File: config.mk
export PLATFORM = sky130hd
export DESIGN_NAME = obstacle_map
export DESIGN_NICKNAME = d
export VERILOG_FILES = /design/src/verilog/game_ctrl_pkg.sv /design/src/verilog/map_geom_pkg.sv /design/src/verilog/obstacle_map.sv /design/src/verilog/screen_bounds.sv /design/src/verilog/obstacle_field.sv /design/src/verilog/obstacle_shape_gen.sv
export VERILOG_INCLUDE_DIRS = /design/src /design/src/verilog
export SDC_FILE = /design/constraint.sdc
export NUM_CORES = 1
export LEC_CHECK = 0
export BUFFER_PORTS_ARGS = -buffer_cell sky130_fd_sc_hd__clkbuf_2
export CAP_MARGIN = 20
export CORE_MARGIN = 3
export CORE_UTILIZATION = 60
export CTS_CLUSTER_SIZE = 40
export DETAILED_ROUTE_END_ITERATION = 7
export GPL_ROUTABILITY_DRIVEN = 0
export PLACE_DENSITY_LB_ADDON = 0.1
export SYNTH_ARGS = -nofsm -noshare
export SYNTH_HDL_FRONTEND = slang
export SYNTH_SLANG_ARGS = --single-unit
File: constraint.sdc
create_clock -name clk -period 19.9 [get_ports clk]
set_input_delay 2.985 -clock clk [delete_from_list [all_inputs] [get_ports clk]]
set_output_delay 2.985 -clock clk [all_outputs]
set_load 0.02 [all_outputs]
File: src/verilog/obstacle_map_macros.svh
`ifndef OBSTACLE_MAP_MACROS_SVH
`define OBSTACLE_MAP_MACROS_SVH

// Slot count and screen geometry
`define NUM_OBSTACLES        10
`define SCREEN_WIDTH         640
`define UPPER_BOUND          20
`define LOWER_BOUND          460

// Pixels moved per frame clock
`define SCROLL_SPEED         4

// Obstacle size ranges
`define MIN_OBSTACLE_WIDTH   20
`define MAX_OBSTACLE_WIDTH   80
`define MIN_OBSTACLE_HEIGHT  20
`define MAX_OBSTACLE_HEIGHT  150

// Spawn distance range
`define MIN_GAP              80
`define MAX_GAP              180

// Boundary zones, preference is out of 256
`define BOUNDARY_ZONE_SIZE   60
`define BOUNDARY_PREFERENCE  102

// Removal threshold and display sentinels
`define DELETE_BOUNDARY      (-100)
`define HIDDEN_X             700
`define HIDDEN_Y             500
`define SCORE_MAX            9999

`endif
File: src/verilog/game_ctrl_pkg.sv
package game_ctrl_pkg;

    // Game mode from the game controller
    // Code 3 is unused and treated as pause
    typedef enum logic [1:0] {
        MODE_IDLE  = 2'd0,
        MODE_PLAY  = 2'd1,
        MODE_PAUSE = 2'd2
    } game_mode_t;

    // Removed obstacle count, saturates at 9999
    typedef logic [13:0] score_t;

endpackage

File: src/verilog/map_geom_pkg.sv
package map_geom_pkg;

    // On-screen x, 0 to 639 plus sentinel
    typedef logic [9:0] screen_x_t;

    // Slot x while scrolling, goes negative past the left edge
    typedef logic signed [11:0] pos_x_t;

    // Screen y, play area and sentinel
    typedef logic [8:0] screen_y_t;

    // Obstacle width, 20 to 80
    typedef logic [6:0] obs_width_t;

    // Obstacle height, 20 to 150
    typedef logic [7:0] obs_height_t;

    // Distance to the next spawn, 80 to 180
    typedef logic [7:0] spawn_gap_t;

endpackage

File: src/verilog/obstacle_map.sv
`timescale 1ns/1ns

`include "obstacle_map_macros.svh"

module obstacle_map (
    input  logic                                         clk,
    input  logic                                         rst_n,
    input  game_ctrl_pkg::game_mode_t                    game_mode,
    output game_ctrl_pkg::score_t                        score,
    output map_geom_pkg::screen_x_t [`NUM_OBSTACLES-1:0] obstacle_x_left,
    output map_geom_pkg::screen_x_t [`NUM_OBSTACLES-1:0] obstacle_x_right,
    output map_geom_pkg::screen_y_t [`NUM_OBSTACLES-1:0] obstacle_y_up,
    output map_geom_pkg::screen_y_t [`NUM_OBSTACLES-1:0] obstacle_y_down
);
    import map_geom_pkg::*;

    // Generator to field offer
    logic        shape_valid;
    logic        shape_ready;
    obs_width_t  shape_width;
    obs_height_t shape_height;
    screen_y_t   shape_y;
    spawn_gap_t  shape_gap;

    // Field to display stage
    logic [`NUM_OBSTACLES-1:0]        slot_active;
    pos_x_t [`NUM_OBSTACLES-1:0]      slot_x;
    screen_y_t [`NUM_OBSTACLES-1:0]   slot_y;
    obs_width_t [`NUM_OBSTACLES-1:0]  slot_width;
    obs_height_t [`NUM_OBSTACLES-1:0] slot_height;

    obstacle_shape_gen u_shape_gen (
        .clk          (clk),
        .rst_n        (rst_n),
        .shape_ready  (shape_ready),
        .shape_valid  (shape_valid),
        .shape_width  (shape_width),
        .shape_height (shape_height),
        .shape_y      (shape_y),
        .shape_gap    (shape_gap)
    );

    obstacle_field u_field (
        .clk          (clk),
        .rst_n        (rst_n),
        .game_mode    (game_mode),
        .shape_valid  (shape_valid),
        .shape_width  (shape_width),
        .shape_height (shape_height),
        .shape_y      (shape_y),
        .shape_gap    (shape_gap),
        .shape_ready  (shape_ready),
        .slot_active  (slot_active),
        .slot_x       (slot_x),
        .slot_y       (slot_y),
        .slot_width   (slot_width),
        .slot_height  (slot_height),
        .score        (score)
    );

    screen_bounds u_bounds (
        .clk              (clk),
        .rst_n            (rst_n),
        .slot_active      (slot_active),
        .slot_x           (slot_x),
        .slot_y           (slot_y),
        .slot_width       (slot_width),
        .slot_height      (slot_height),
        .obstacle_x_left  (obstacle_x_left),
        .obstacle_x_right (obstacle_x_right),
        .obstacle_y_up    (obstacle_y_up),
        .obstacle_y_down  (obstacle_y_down)
    );

endmodule

File: src/verilog/screen_bounds.sv
`timescale 1ns/1ns

`include "obstacle_map_macros.svh"

module screen_bounds (
    input  logic                                           clk,
    input  logic                                           rst_n,
    input  logic [`NUM_OBSTACLES-1:0]                      slot_active,
    input  map_geom_pkg::pos_x_t [`NUM_OBSTACLES-1:0]      slot_x,
    input  map_geom_pkg::screen_y_t [`NUM_OBSTACLES-1:0]   slot_y,
    input  map_geom_pkg::obs_width_t [`NUM_OBSTACLES-1:0]  slot_width,
    input  map_geom_pkg::obs_height_t [`NUM_OBSTACLES-1:0] slot_height,
    output map_geom_pkg::screen_x_t [`NUM_OBSTACLES-1:0]   obstacle_x_left,
    output map_geom_pkg::screen_x_t [`NUM_OBSTACLES-1:0]   obstacle_x_right,
    output map_geom_pkg::screen_y_t [`NUM_OBSTACLES-1:0]   obstacle_y_up,
    output map_geom_pkg::screen_y_t [`NUM_OBSTACLES-1:0]   obstacle_y_down
);
    import map_geom_pkg::*;

    localparam screen_x_t HIDE_X = screen_x_t'(`HIDDEN_X);
    localparam screen_y_t HIDE_Y = screen_y_t'(`HIDDEN_Y);

    logic [`NUM_OBSTACLES-1:0] on_screen;

    // Left edge inside the visible columns
    always_comb begin
        for (int i = 0; i < `NUM_OBSTACLES; i++) begin
            on_screen[i] = slot_active[i]
                           && ($signed(slot_x[i]) >= 0)
                           && ($signed(slot_x[i]) < pos_x_t'(`SCREEN_WIDTH));
        end
    end

    always_ff @(posedge clk or negedge rst_n) begin
        if (!rst_n) begin
            for (int i = 0; i < `NUM_OBSTACLES; i++) begin
                obstacle_x_left[i]  <= HIDE_X;
                obstacle_x_right[i] <= HIDE_X;
                obstacle_y_up[i]    <= HIDE_Y;
                obstacle_y_down[i]  <= HIDE_Y;
            end
        end else begin
            for (int i = 0; i < `NUM_OBSTACLES; i++) begin
                if (on_screen[i]) begin
                    obstacle_x_left[i]  <= screen_x_t'(slot_x[i]);
                    obstacle_x_right[i] <= screen_x_t'(slot_x[i]) + screen_x_t'(slot_width[i]);
                    obstacle_y_up[i]    <= slot_y[i];
                    obstacle_y_down[i]  <= slot_y[i] + screen_y_t'(slot_height[i]);
                end else begin
                    obstacle_x_left[i]  <= HIDE_X;
                    obstacle_x_right[i] <= HIDE_X;
                    obstacle_y_up[i]    <= HIDE_Y;
                    obstacle_y_down[i]  <= HIDE_Y;
                end
            end
        end
    end

endmodule

File: src/verilog/obstacle_field.sv
`timescale 1ns/1ns

`include "obstacle_map_macros.svh"

module obstacle_field (
    input  logic                                          clk,
    input  logic                                          rst_n,
    input  game_ctrl_pkg::game_mode_t                     game_mode,
    input  logic                                          shape_valid,
    input  map_geom_pkg::obs_width_t                      shape_width,
    input  map_geom_pkg::obs_height_t                     shape_height,
    input  map_geom_pkg::screen_y_t                       shape_y,
    input  map_geom_pkg::spawn_gap_t                      shape_gap,
    output logic                                          shape_ready,
    output logic [`NUM_OBSTACLES-1:0]                     slot_active,
    output map_geom_pkg::pos_x_t [`NUM_OBSTACLES-1:0]     slot_x,
    output map_geom_pkg::screen_y_t [`NUM_OBSTACLES-1:0]  slot_y,
    output map_geom_pkg::obs_width_t [`NUM_OBSTACLES-1:0] slot_width,
    output map_geom_pkg::obs_height_t [`NUM_OBSTACLES-1:0] slot_height,
    output game_ctrl_pkg::score_t                         score
);
    import map_geom_pkg::*;
    import game_ctrl_pkg::*;

    localparam int CNT_W = $clog2(`NUM_OBSTACLES + 1);

    // Parking spot and first spawn distance after idle
    localparam pos_x_t PARK_X     = pos_x_t'(`SCREEN_WIDTH + 100);
    localparam pos_x_t START_DIST = pos_x_t'(`SCREEN_WIDTH + `MIN_GAP);
    localparam pos_x_t SPAWN_X    = pos_x_t'(`SCREEN_WIDTH);
    localparam pos_x_t STEP       = pos_x_t'(`SCROLL_SPEED);

    pos_x_t                    spawn_dist;
    pos_x_t                    right_edge;
    logic [`NUM_OBSTACLES-1:0] leaving;
    logic [`NUM_OBSTACLES-1:0] spawn_sel;
    logic                      any_free;
    logic [CNT_W-1:0]          leave_cnt;
    logic [14:0]               score_sum;
    logic                      take_shape;

    // ============================================================
    // Removal detection and free slot search
    // ============================================================
    always_comb begin
        any_free   = 1'b0;
        spawn_sel  = '0;
        leave_cnt  = '0;
        right_edge = '0;
        for (int i = 0; i < `NUM_OBSTACLES; i++) begin
            right_edge = $signed(slot_x[i]) + $signed({5'b0, slot_width[i]});
            leaving[i] = slot_active[i] && (right_edge < pos_x_t'(`DELETE_BOUNDARY));
            if (leaving[i]) begin
                leave_cnt = leave_cnt + 1'b1;
            end
            // Lowest numbered free slot wins
            if (!slot_active[i] && !any_free) begin
                spawn_sel[i] = 1'b1;
                any_free     = 1'b1;
            end
        end
    end

    // Accept a shape only in play, once the gap has scrolled in
    assign shape_ready = (game_mode == MODE_PLAY) && (spawn_dist <= SPAWN_X) && any_free;
    assign take_shape  = shape_valid && shape_ready;
    assign score_sum   = {1'b0, score} + 15'(leave_cnt);

    // ============================================================
    // Slot control, spawn distance and score
    // ============================================================
    always_ff @(posedge clk or negedge rst_n) begin
        if (!rst_n) begin
            slot_active <= '0;
            for (int i = 0; i < `NUM_OBSTACLES; i++) begin
                slot_x[i] <= PARK_X;
            end
            spawn_dist <= START_DIST;
            score      <= '0;
        end else begin
            case (game_mode)
                MODE_IDLE: begin
                    slot_active <= '0;
                    for (int i = 0; i < `NUM_OBSTACLES; i++) begin
                        slot_x[i] <= PARK_X;
                    end
                    spawn_dist <= START_DIST;
                    score      <= '0;
                end
                MODE_PLAY: begin
                    for (int i = 0; i < `NUM_OBSTACLES; i++) begin
                        if (take_shape && spawn_sel[i]) begin
                            slot_active[i] <= 1'b1;
                            slot_x[i]      <= SPAWN_X;
                        end else if (slot_active[i]) begin
                            slot_x[i] <= slot_x[i] - STEP;
                            if (leaving[i]) begin
                                slot_active[i] <= 1'b0;
                            end
                        end
                    end
                    if (take_shape) begin
                        spawn_dist <= SPAWN_X + $signed({4'b0, shape_gap});
                    end else begin
                        spawn_dist <= spawn_dist - STEP;
                    end
                    // Removals count in the same cycle they happen
                    if (score_sum > 15'(`SCORE_MAX)) begin
                        score <= score_t'(`SCORE_MAX);
                    end else begin
                        score <= score_sum[13:0];
                    end
                end
                default: begin
                    // Pause, everything holds
                end
            endcase
        end
    end

    // Shape payload of each slot, written at spawn
    always_ff @(posedge clk) begin
        for (int i = 0; i < `NUM_OBSTACLES; i++) begin
            if (take_shape && spawn_sel[i]) begin
                slot_y[i]      <= shape_y;
                slot_width[i]  <= shape_width;
                slot_height[i] <= shape_height;
            end
        end
    end

endmodule

File: src/verilog/obstacle_shape_gen.sv
`timescale 1ns/1ns

`include "obstacle_map_macros.svh"

module obstacle_shape_gen (
    input  logic                      clk,
    input  logic                      rst_n,
    input  logic                      shape_ready,
    output logic                      shape_valid,
    output map_geom_pkg::obs_width_t  shape_width,
    output map_geom_pkg::obs_height_t shape_height,
    output map_geom_pkg::screen_y_t   shape_y,
    output map_geom_pkg::spawn_gap_t  shape_gap
);
    import map_geom_pkg::*;

    localparam logic [31:0] LFSR_SEED = 32'h1234_5678;

    logic [31:0] lfsr;
    logic        load_offer;
    obs_width_t  next_width;
    obs_height_t next_height;
    screen_y_t   next_y;
    spawn_gap_t  next_gap;

    // Vertical position with a bias toward the boundary zones
    function automatic screen_y_t pick_y(input logic [31:0] r, input obs_height_t h);
        screen_y_t max_y;
        screen_y_t mid_lo;
        screen_y_t mid_hi;
        screen_y_t y;
        max_y  = screen_y_t'(`LOWER_BOUND - h);
        mid_lo = screen_y_t'(`UPPER_BOUND + `BOUNDARY_ZONE_SIZE);
        mid_hi = max_y - screen_y_t'(`BOUNDARY_ZONE_SIZE);
        if (r[7:0] < 8'(`BOUNDARY_PREFERENCE)) begin
            if (r[8]) begin
                // Upper zone, counted down from the top
                y = screen_y_t'(`UPPER_BOUND)
                    + screen_y_t'((r[23:16] ^ r[15:8]) % `BOUNDARY_ZONE_SIZE);
            end else begin
                // Lower zone, counted up from the lowest legal y
                y = max_y - screen_y_t'((r[15:8] ^ r[31:24]) % `BOUNDARY_ZONE_SIZE);
            end
        end else begin
            // Middle band between the two zones
            y = mid_lo + screen_y_t'((r[31:24] ^ r[15:8]) % (mid_hi - mid_lo));
        end
        if (y > max_y) begin
            y = max_y;
        end
        if (y < screen_y_t'(`UPPER_BOUND)) begin
            y = screen_y_t'(`UPPER_BOUND);
        end
        return y;
    endfunction

    // ============================================================
    // Shape derivation from the current LFSR value
    // ============================================================
    always_comb begin
        next_width  = obs_width_t'(`MIN_OBSTACLE_WIDTH
                      + ((lfsr[7:0] ^ lfsr[15:8])
                         % (`MAX_OBSTACLE_WIDTH - `MIN_OBSTACLE_WIDTH + 1)));
        next_height = obs_height_t'(`MIN_OBSTACLE_HEIGHT
                      + ((lfsr[23:16] ^ lfsr[31:24])
                         % (`MAX_OBSTACLE_HEIGHT - `MIN_OBSTACLE_HEIGHT + 1)));
        next_gap    = spawn_gap_t'(`MIN_GAP
                      + ((lfsr[31:24] ^ lfsr[7:0]) % (`MAX_GAP - `MIN_GAP + 1)));
        next_y      = pick_y(lfsr, next_height);
    end

    // New offer when nothing is held or the held one is taken
    assign load_offer = !shape_valid || shape_ready;

    // ============================================================
    // LFSR and offer valid
    // ============================================================
    always_ff @(posedge clk or negedge rst_n) begin
        if (!rst_n) begin
            lfsr        <= LFSR_SEED;
            shape_valid <= 1'b0;
        end else begin
            lfsr        <= {lfsr[30:0], lfsr[31] ^ lfsr[21] ^ lfsr[1] ^ lfsr[0]};
            shape_valid <= 1'b1;
        end
    end

    // Held shape, steady while waiting for the field
    always_ff @(posedge clk) begin
        if (load_offer) begin
            shape_width  <= next_width;
            shape_height <= next_height;
            shape_y      <= next_y;
            shape_gap    <= next_gap;
        end
    end

endmodule

# Word-level counts from Yosys, hierarchy flattened
# Cells that the tools add are included.
# W data, S select, Z words.
[op_classes]
add_sub_neg = 61
div = 6
order_cmp = 35
n_eq_ne = 11
n_mux = 128
n_bitwise = 9
n_reduce_logical = 83
[ops]
columns = ["operator", "n"]
rows = [
  ["$mux W12", 21],
  ["$pmux W120 S2", 1],
  ["$mux W9", 23],
  ["$mux W10", 20],
  ["$sub A12 B4 Y12 const B", 11],
  ["$add A12 B8 Y12", 10],
  ["$ge A12 B1 Y1 const B", 10],
  ["$lt A12 B11 Y1 const B", 10],
  ["$lt A12 B8 Y1 const B", 10],
  ["$add A10 B7 Y10", 10],
  ["$mod A32 B6 Y32 const B", 3],
  ["$add A9 B8 Y9", 10],
  ["$logic_and A1 B1 Y1", 52],
  ["$mux W1", 50],
  ["$xor A8 B8 Y8", 6],
  ["$add A4 B1 Y4 const B", 9],
  ["$mux W4", 9],
  ["$mod A32 B7 Y32 const B", 1],
  ["$mod A32 B8 Y32 const B", 1],
  ["$ne A3 B2 Y1 const B", 10],
  ["$pmux W14 S2", 1],
  ["$pmux W12 S2", 1],
  ["$pmux W10 S2", 1],
  ["$reduce_and A2 Y1", 10],
  ["other kinds (24)", 43],
]
[totals]
regBits = 841
inputBits = 4
output_inout_bits = 394

# Depth between registers and ports, before layout
[logic_depth]
ltp_word = 32
depth_mapped = 82

# Cells and area by module
# From an unflattened synthesis, not the netlist that was laid out.
[unflattened]
hier_cells = 4108
hier_area_um2 = 44347.5
[by_module_without_submodules]
columns = ["mod", "n_inst", "cells_each", "area_each_um2", "seq_area_each_um2"]
rows = [
  ["screen_bounds", 1, 1672, 19004.5, 9809.4],
  ["obstacle_field", 1, 1595, 18074.8, 10677.7],
  ["obstacle_shape_gen", 1, 841, 7268.2, 1803.0],
]

# Worst setup path after synthesis
# No wires, ideal clock.
[synth_timing]
kind = "reg-to-reg"
startpoint = "register u_shape_gen.lfsr[24]"
endpoint = "register u_shape_gen.shape_y[0], data pin"
setup_ps = 273
t_arrival_ps = 15691
required_ps = 19627
path_slack_ps = 3936
stages_incl_launch_ff = 80
path_buffers = 4
synth_period_minus_slack_ps = 15964
path_cell_list = "dfrtp_1 clkbuf_1 xnor2_1 inv_1 ha_1 nor2_1 a21oi_1 xnor2_1 inv_1 ha_1 a21boi_0 xnor2_1 xnor2_1 inv_1 xnor2_1 ha_1 nand2_1 nor4_1 [44 not listed] clkbuf_1 a221o_1 o21ai_0 inv_1 ha_1 nand3b_1 a211o_1 o221ai_1 inv_1 ha_1 nand2_1 or2_2 a311oi_1 a211oi_2 a21o_1 buf_2 a2111oi_4 a211oi_1"
[synth_between]
elab_chain_len = 12
[synth_rtl]
columns = ["item", "line", "text"]
rows = [
  ["start, declared", "obstacle_shape_gen.sv:19", "logic [31:0] lfsr;"],
  ["start signal, assigned", "obstacle_shape_gen.sv:83", "lfsr <= {lfsr[30:0], lfsr[31] ^ lfsr[21] ^ lfsr[1] ^ lfsr[0]};"],
  ["$xor A8 B8 Y8 *", "obstacle_shape_gen.sv:65", "+ ((lfsr[23:16] ^ lfsr[31:24])"],
  ["$mod A32 B8 Y32 *", "obstacle_shape_gen.sv:65", ""],
  ["$add A5 B8 Y8 (no line) *", "n/a", ""],
  ["net u_shape_gen.next_height[0]", "obstacle_shape_gen.sv:22", "obs_height_t next_height;"],
  ["$sub A9 B8 Y9 (no line) *", "n/a", ""],
  ["$sub A9 B6 Y9", "obstacle_shape_gen.sv:34", "mid_hi = max_y - screen_y_t'(`BOUNDARY_ZONE_SIZE);"],
  ["$sub A9 B7 Y9", "obstacle_shape_gen.sv:46", "y = mid_lo + screen_y_t'((r[31:24] ^ r[15:8]) % (mid_hi - mid_lo));"],
  ["$mod A9 B9 Y9", "obstacle_shape_gen.sv:46", ""],
  ["$add A7 B9 Y9", "obstacle_shape_gen.sv:46", ""],
  ["$mux W9", "obstacle_shape_gen.sv:35", "if (r[7:0] < 8'(`BOUNDARY_PREFERENCE)) begin"],
  ["$gt A9 B9 Y1", "obstacle_shape_gen.sv:48", "if (y > max_y) begin"],
  ["$mux W9 *", "obstacle_shape_gen.sv:48", ""],
  ["$lt A9 B5 Y1", "obstacle_shape_gen.sv:51", "if (y < screen_y_t'(`UPPER_BOUND)) begin"],
  ["end signal, assigned", "obstacle_shape_gen.sv:93", "shape_y <= next_y;"],
  ["end, declared", "obstacle_shape_gen.sv:12", "output map_geom_pkg::screen_y_t shape_y,"],
]
# Mark *: on every way through the listed nets, which the timed path passes. The rest lies on a longest branch.
# A chain may end at the register's enable or synchronous reset.

# Worst setup path in the final report
[layout_timing]
startpoint = "register u_shape_gen.lfsr[24]"
endpoint = "register u_shape_gen.shape_y[1], data pin"
# Same word-level chain as after synthesis.

==> results.md <==
- DRC viols: 0
- Internal Power: 2.76 mW
- Final number of hold-violating endpoints: 0
- Worst hold margin: 404 ps
- Worst path slowest cell: nor2_1
- # nets final: 4234
- Non-filler cells in the finished layout: 4903
- WHS Path Cells: 0
- DP Worst Slack: 1090 ps
- Die Height: 264 um
- Most used cell, CP: ha_1
- Die X: 264 um
- Routed wire length: 102000 um
- # H-tree levels: 3
- Overall Power: 3.58 mW
- Clk buf depth: 3
- Clock slew at reported path FFs: 60 ps
- Critical path class: reg2reg
- DIE AREA: 0.0695 mm^2
- Top FF cell, synth: dfstp_2
- Post-synth EDFFs: 272
- Share of cells above drive strength 1: 23.6%
- Max-slew headroom: 26.4%
- Mapped Cells: 3572
- Via count: 28400
- Dpl hpwl: 72400 um
- Hold_buf cts: 0
- Worst path max stage delay: 520 ps
- Leakage: 19.0 nW
- Initial detailed-routing violation count: 2835
- Reg2reg path depth: 74
- Avg WL per Cell: 20.8 um
- CTS Buf Count: 83
- Synth Area per Inst: 11.1 um^2
- Synth async-reset ratio: 66.0%
- Setup WS post-layout: 1400 ps
- Mapped Area: 0.0398 mm^2
- Sequential share of power: 50.5%
- CTS tree: done
- Initial cell density of the core: 61.2%
- Maxcap violations: 0
- Placed Instance Area: 0.0427 mm^2
- GR Util All Layers: 28.9%
- Most common cell after layout, fill and taps aside: clkbuf_2
- Vias in the first global route: 27200
- Max Clock Freq: 54.1 MHz
- # setup viols final: 0
- Met3 usage: 4.30%
- Commonest non-fill, non-tap cells in the layout: 375 x clkbuf_2, 307 x dfstp_2, 287 x nand2_1
- Area grow syn2layout: 14.5%
- Boundary Pins: 398
- Sink Count: 801
- Post-synthesis register bit count: 801
- PortBufs: 377
- Initial antenna violation count: 10
- Final Slew Violations: 0
- GRT busiest layer: met2
- Layout Cell Area excl Fill: 0.0456 mm^2
- Placed Instances: 4741
- Worst Setup End Kind: flip-flop
- Post-layout minimum cycle time: 18500 ps
- Worst ir drop on vdd: 0.0000591 V
- Synthesis Warnings: 0
- Worst skew pair latency: 620 ps
- DRT Pass-1 Iters: 5
- Layout Utilization: 70.1%
- Pwr Density: 78.6 mW/mm^2
- Startpoint types: flip-flop
- Outcome: complete, no violations
- RSZ-0062 raised after global routing: no
- Sequential share of the synthesized area: 54.7%
- Sw Share: 22.9%
- Net Sw Power: 821 uW
- Vias per std cell: 5.79
- Pin count of the biggest net entering global routing: 120
- GR Util met2: 46.6%
- GRT overflow: 0
- Slew @ Worst Pin: 1100 ps
- DRT antenna net count: 0
- WP data arrival: 18850 ps
- Distinct cells, synth: 102
- Min-delay worst type: reg2reg
- CP Data Required Time: 20250 ps
- First-pass GRT wire length: 156000 um
- Row cnt: 93
- Core area: 0.0650 mm^2
- Clock Skews: 14.7 ps
- Fin Setup TNS: 0 ps
- Grt met1 use: 40.3%
- Crit path max fanout: 10
- Clk network pwr share: 44.5%
- Comb pwr share: 5.0%
- Root buffer cell: clkbuf_16
- Crit share post-route: 92.9%
## path summary, 6_finish.rpt
path / from / endpoint / slack (ps)
max: u_shape_gen.lfsr[24]$_DFF_PN0_ / u_shape_gen.shape_y[1]$_SDFFCE_PN0P_ / 1400
min: u_shape_gen.lfsr[3]$_DFF_PN1_ / u_shape_gen.lfsr[4]$_DFF_PN1_ / 400
max reg2reg: u_shape_gen.lfsr[24]$_DFF_PN0_ / u_shape_gen.shape_y[1]$_SDFFCE_PN0P_ / 1400
min reg2reg: u_shape_gen.lfsr[3]$_DFF_PN1_ / u_shape_gen.lfsr[4]$_DFF_PN1_ / 400
max in group asynchronous: rst_n / u_bounds.obstacle_x_right[0]$_DFF_PN0_ / 14470
min in group asynchronous: rst_n / u_bounds.obstacle_x_left[68]$_DFF_PN0_ / 2390
## layout make-up
cell class	count	area [um^2]
multi-input cells	2514	17100
well taps	855	1070
clock inverters	39	439
repair buffers	416	2200
diodes	2	5.00
inverters	159	597
flip-flops and latches	801	21800
clock buffers	117	2390
fillers	4776	19500
## cells by family (layout without fill, tap and decap cells)
| group | after synthesis | after routing | synth area share (%) |
|---|---|---|---|
| AO/OA/AOI/OAI | 738 | 738 | 12.0 |
| buffers and inverters | 277 | 731 | 2.83 |
| adder cells (fa/ha/maj) | 257 | 257 | 8.31 |
| other | 2 | 24 | 0.0189 |
| XOR/XNOR | 284 | 284 | 6.37 |
| multiplexers | 35 | 35 | 0.936 |
| flip-flops | 801 | 801 | 54.7 |
| AND/OR/NAND/NOR | 1178 | 1178 | 14.9 |
## flip-flops by register name (all words and copies together) (netlist names)
name and cells:
u_field.slot_active 10, u_bounds.obstacle_x_left 80, u_bounds.obstacle_y_up 90, u_shape_gen.shape_gap 8
u_bounds.obstacle_y_down 90, u_shape_gen.shape_y 9, u_bounds.obstacle_x_right 100, u_field.slot_y 90
u_field.slot_x 100, u_shape_gen.shape_height 8, u_shape_gen.shape_width 7, u_shape_gen.shape_valid 1
u_field.spawn_dist 12, u_field.slot_height 80, u_shape_gen.lfsr 32, u_field.score 14
u_field.slot_width 70
## layer usage
| layer | vias up | wire, um |
|---|---|---|
| li1 | 13300 | - |
| met4 | 2 | 3310 |
| met1 | 13900 | 43300 |
| met5 | - | 20 |
| met2 | 1034 | 47700 |
| met3 | 169 | 7490 |
## power groups by stage
stage               logic [mW]  clock network, mW  registers (mW)
floorplan                0.126                  0            1.80
global placement         0.174                  0            1.84
detailed placement       0.177                  0            1.84
global route             0.200               1.69            1.81
finish                   0.178               1.59            1.81
CTS                      0.178               1.62            1.81
## cells in the mapped netlist (all sizes together), types with 7 or more instances
master | number | share of area, %
a221oi | 8 | 0.18
a31oi | 26 | 0.41
or4 | 8 | 0.15
mux2 | 15 | 0.42
edfxtp | 272 | 21
fa | 13 | 0.65
o31ai | 20 | 0.39
a21o | 52 | 0.98
nor3b | 13 | 0.25
mux2i | 20 | 0.51
o21ai | 226 | 2.8
nand3b | 9 | 0.17
a21oi | 180 | 2.3
o22ai | 15 | 0.24
o21bai | 33 | 0.62
a211o | 10 | 0.22
buf | 28 | 0.48
and2 | 101 | 1.6
inv | 159 | 1.5
nand4 | 14 | 0.22
dfstp | 307 | 20
or3 | 30 | 0.48
o31a | 8 | 0.18
a22o | 7 | 0.15
and3 | 18 | 0.28
o22a | 7 | 0.15
nor2 | 260 | 2.5
a22oi | 8 | 0.15
nand2 | 287 | 2.7
nand2b | 180 | 2.8
xor2 | 109 | 2.4
dfrtp | 222 | 14
nor3 | 96 | 1.2
nor2b | 62 | 0.97
nor4 | 16 | 0.28
clkbuf | 90 | 0.85
o21a | 38 | 0.72
or2 | 29 | 0.46
a211oi | 7 | 0.14
ha | 242 | 7.6
nand3 | 45 | 0.57
xnor2 | 174 | 3.9
a221o | 13 | 0.33
a21boi | 10 | 0.21
## critical path, delay by kind of cell (launching register included)
family | cells | cell delay, ps
compound gates | 37 | 8720
mux | 1 | 290
buf+inv | 5 | 760
fa+ha+maj | 9 | 2700
xor+xnor | 4 | 1310
simple gates | 18 | 3960
flops | 1 | 470
## timing repair
| item | in CTS | in global routing |
|---|---|---|
| setup buffers | 0 | 2 |
| gates resized for setup | 0 | 3 |
| endpoints found under the setup margin | 0 | 8 |
Power figures use the tool's default switching activity.
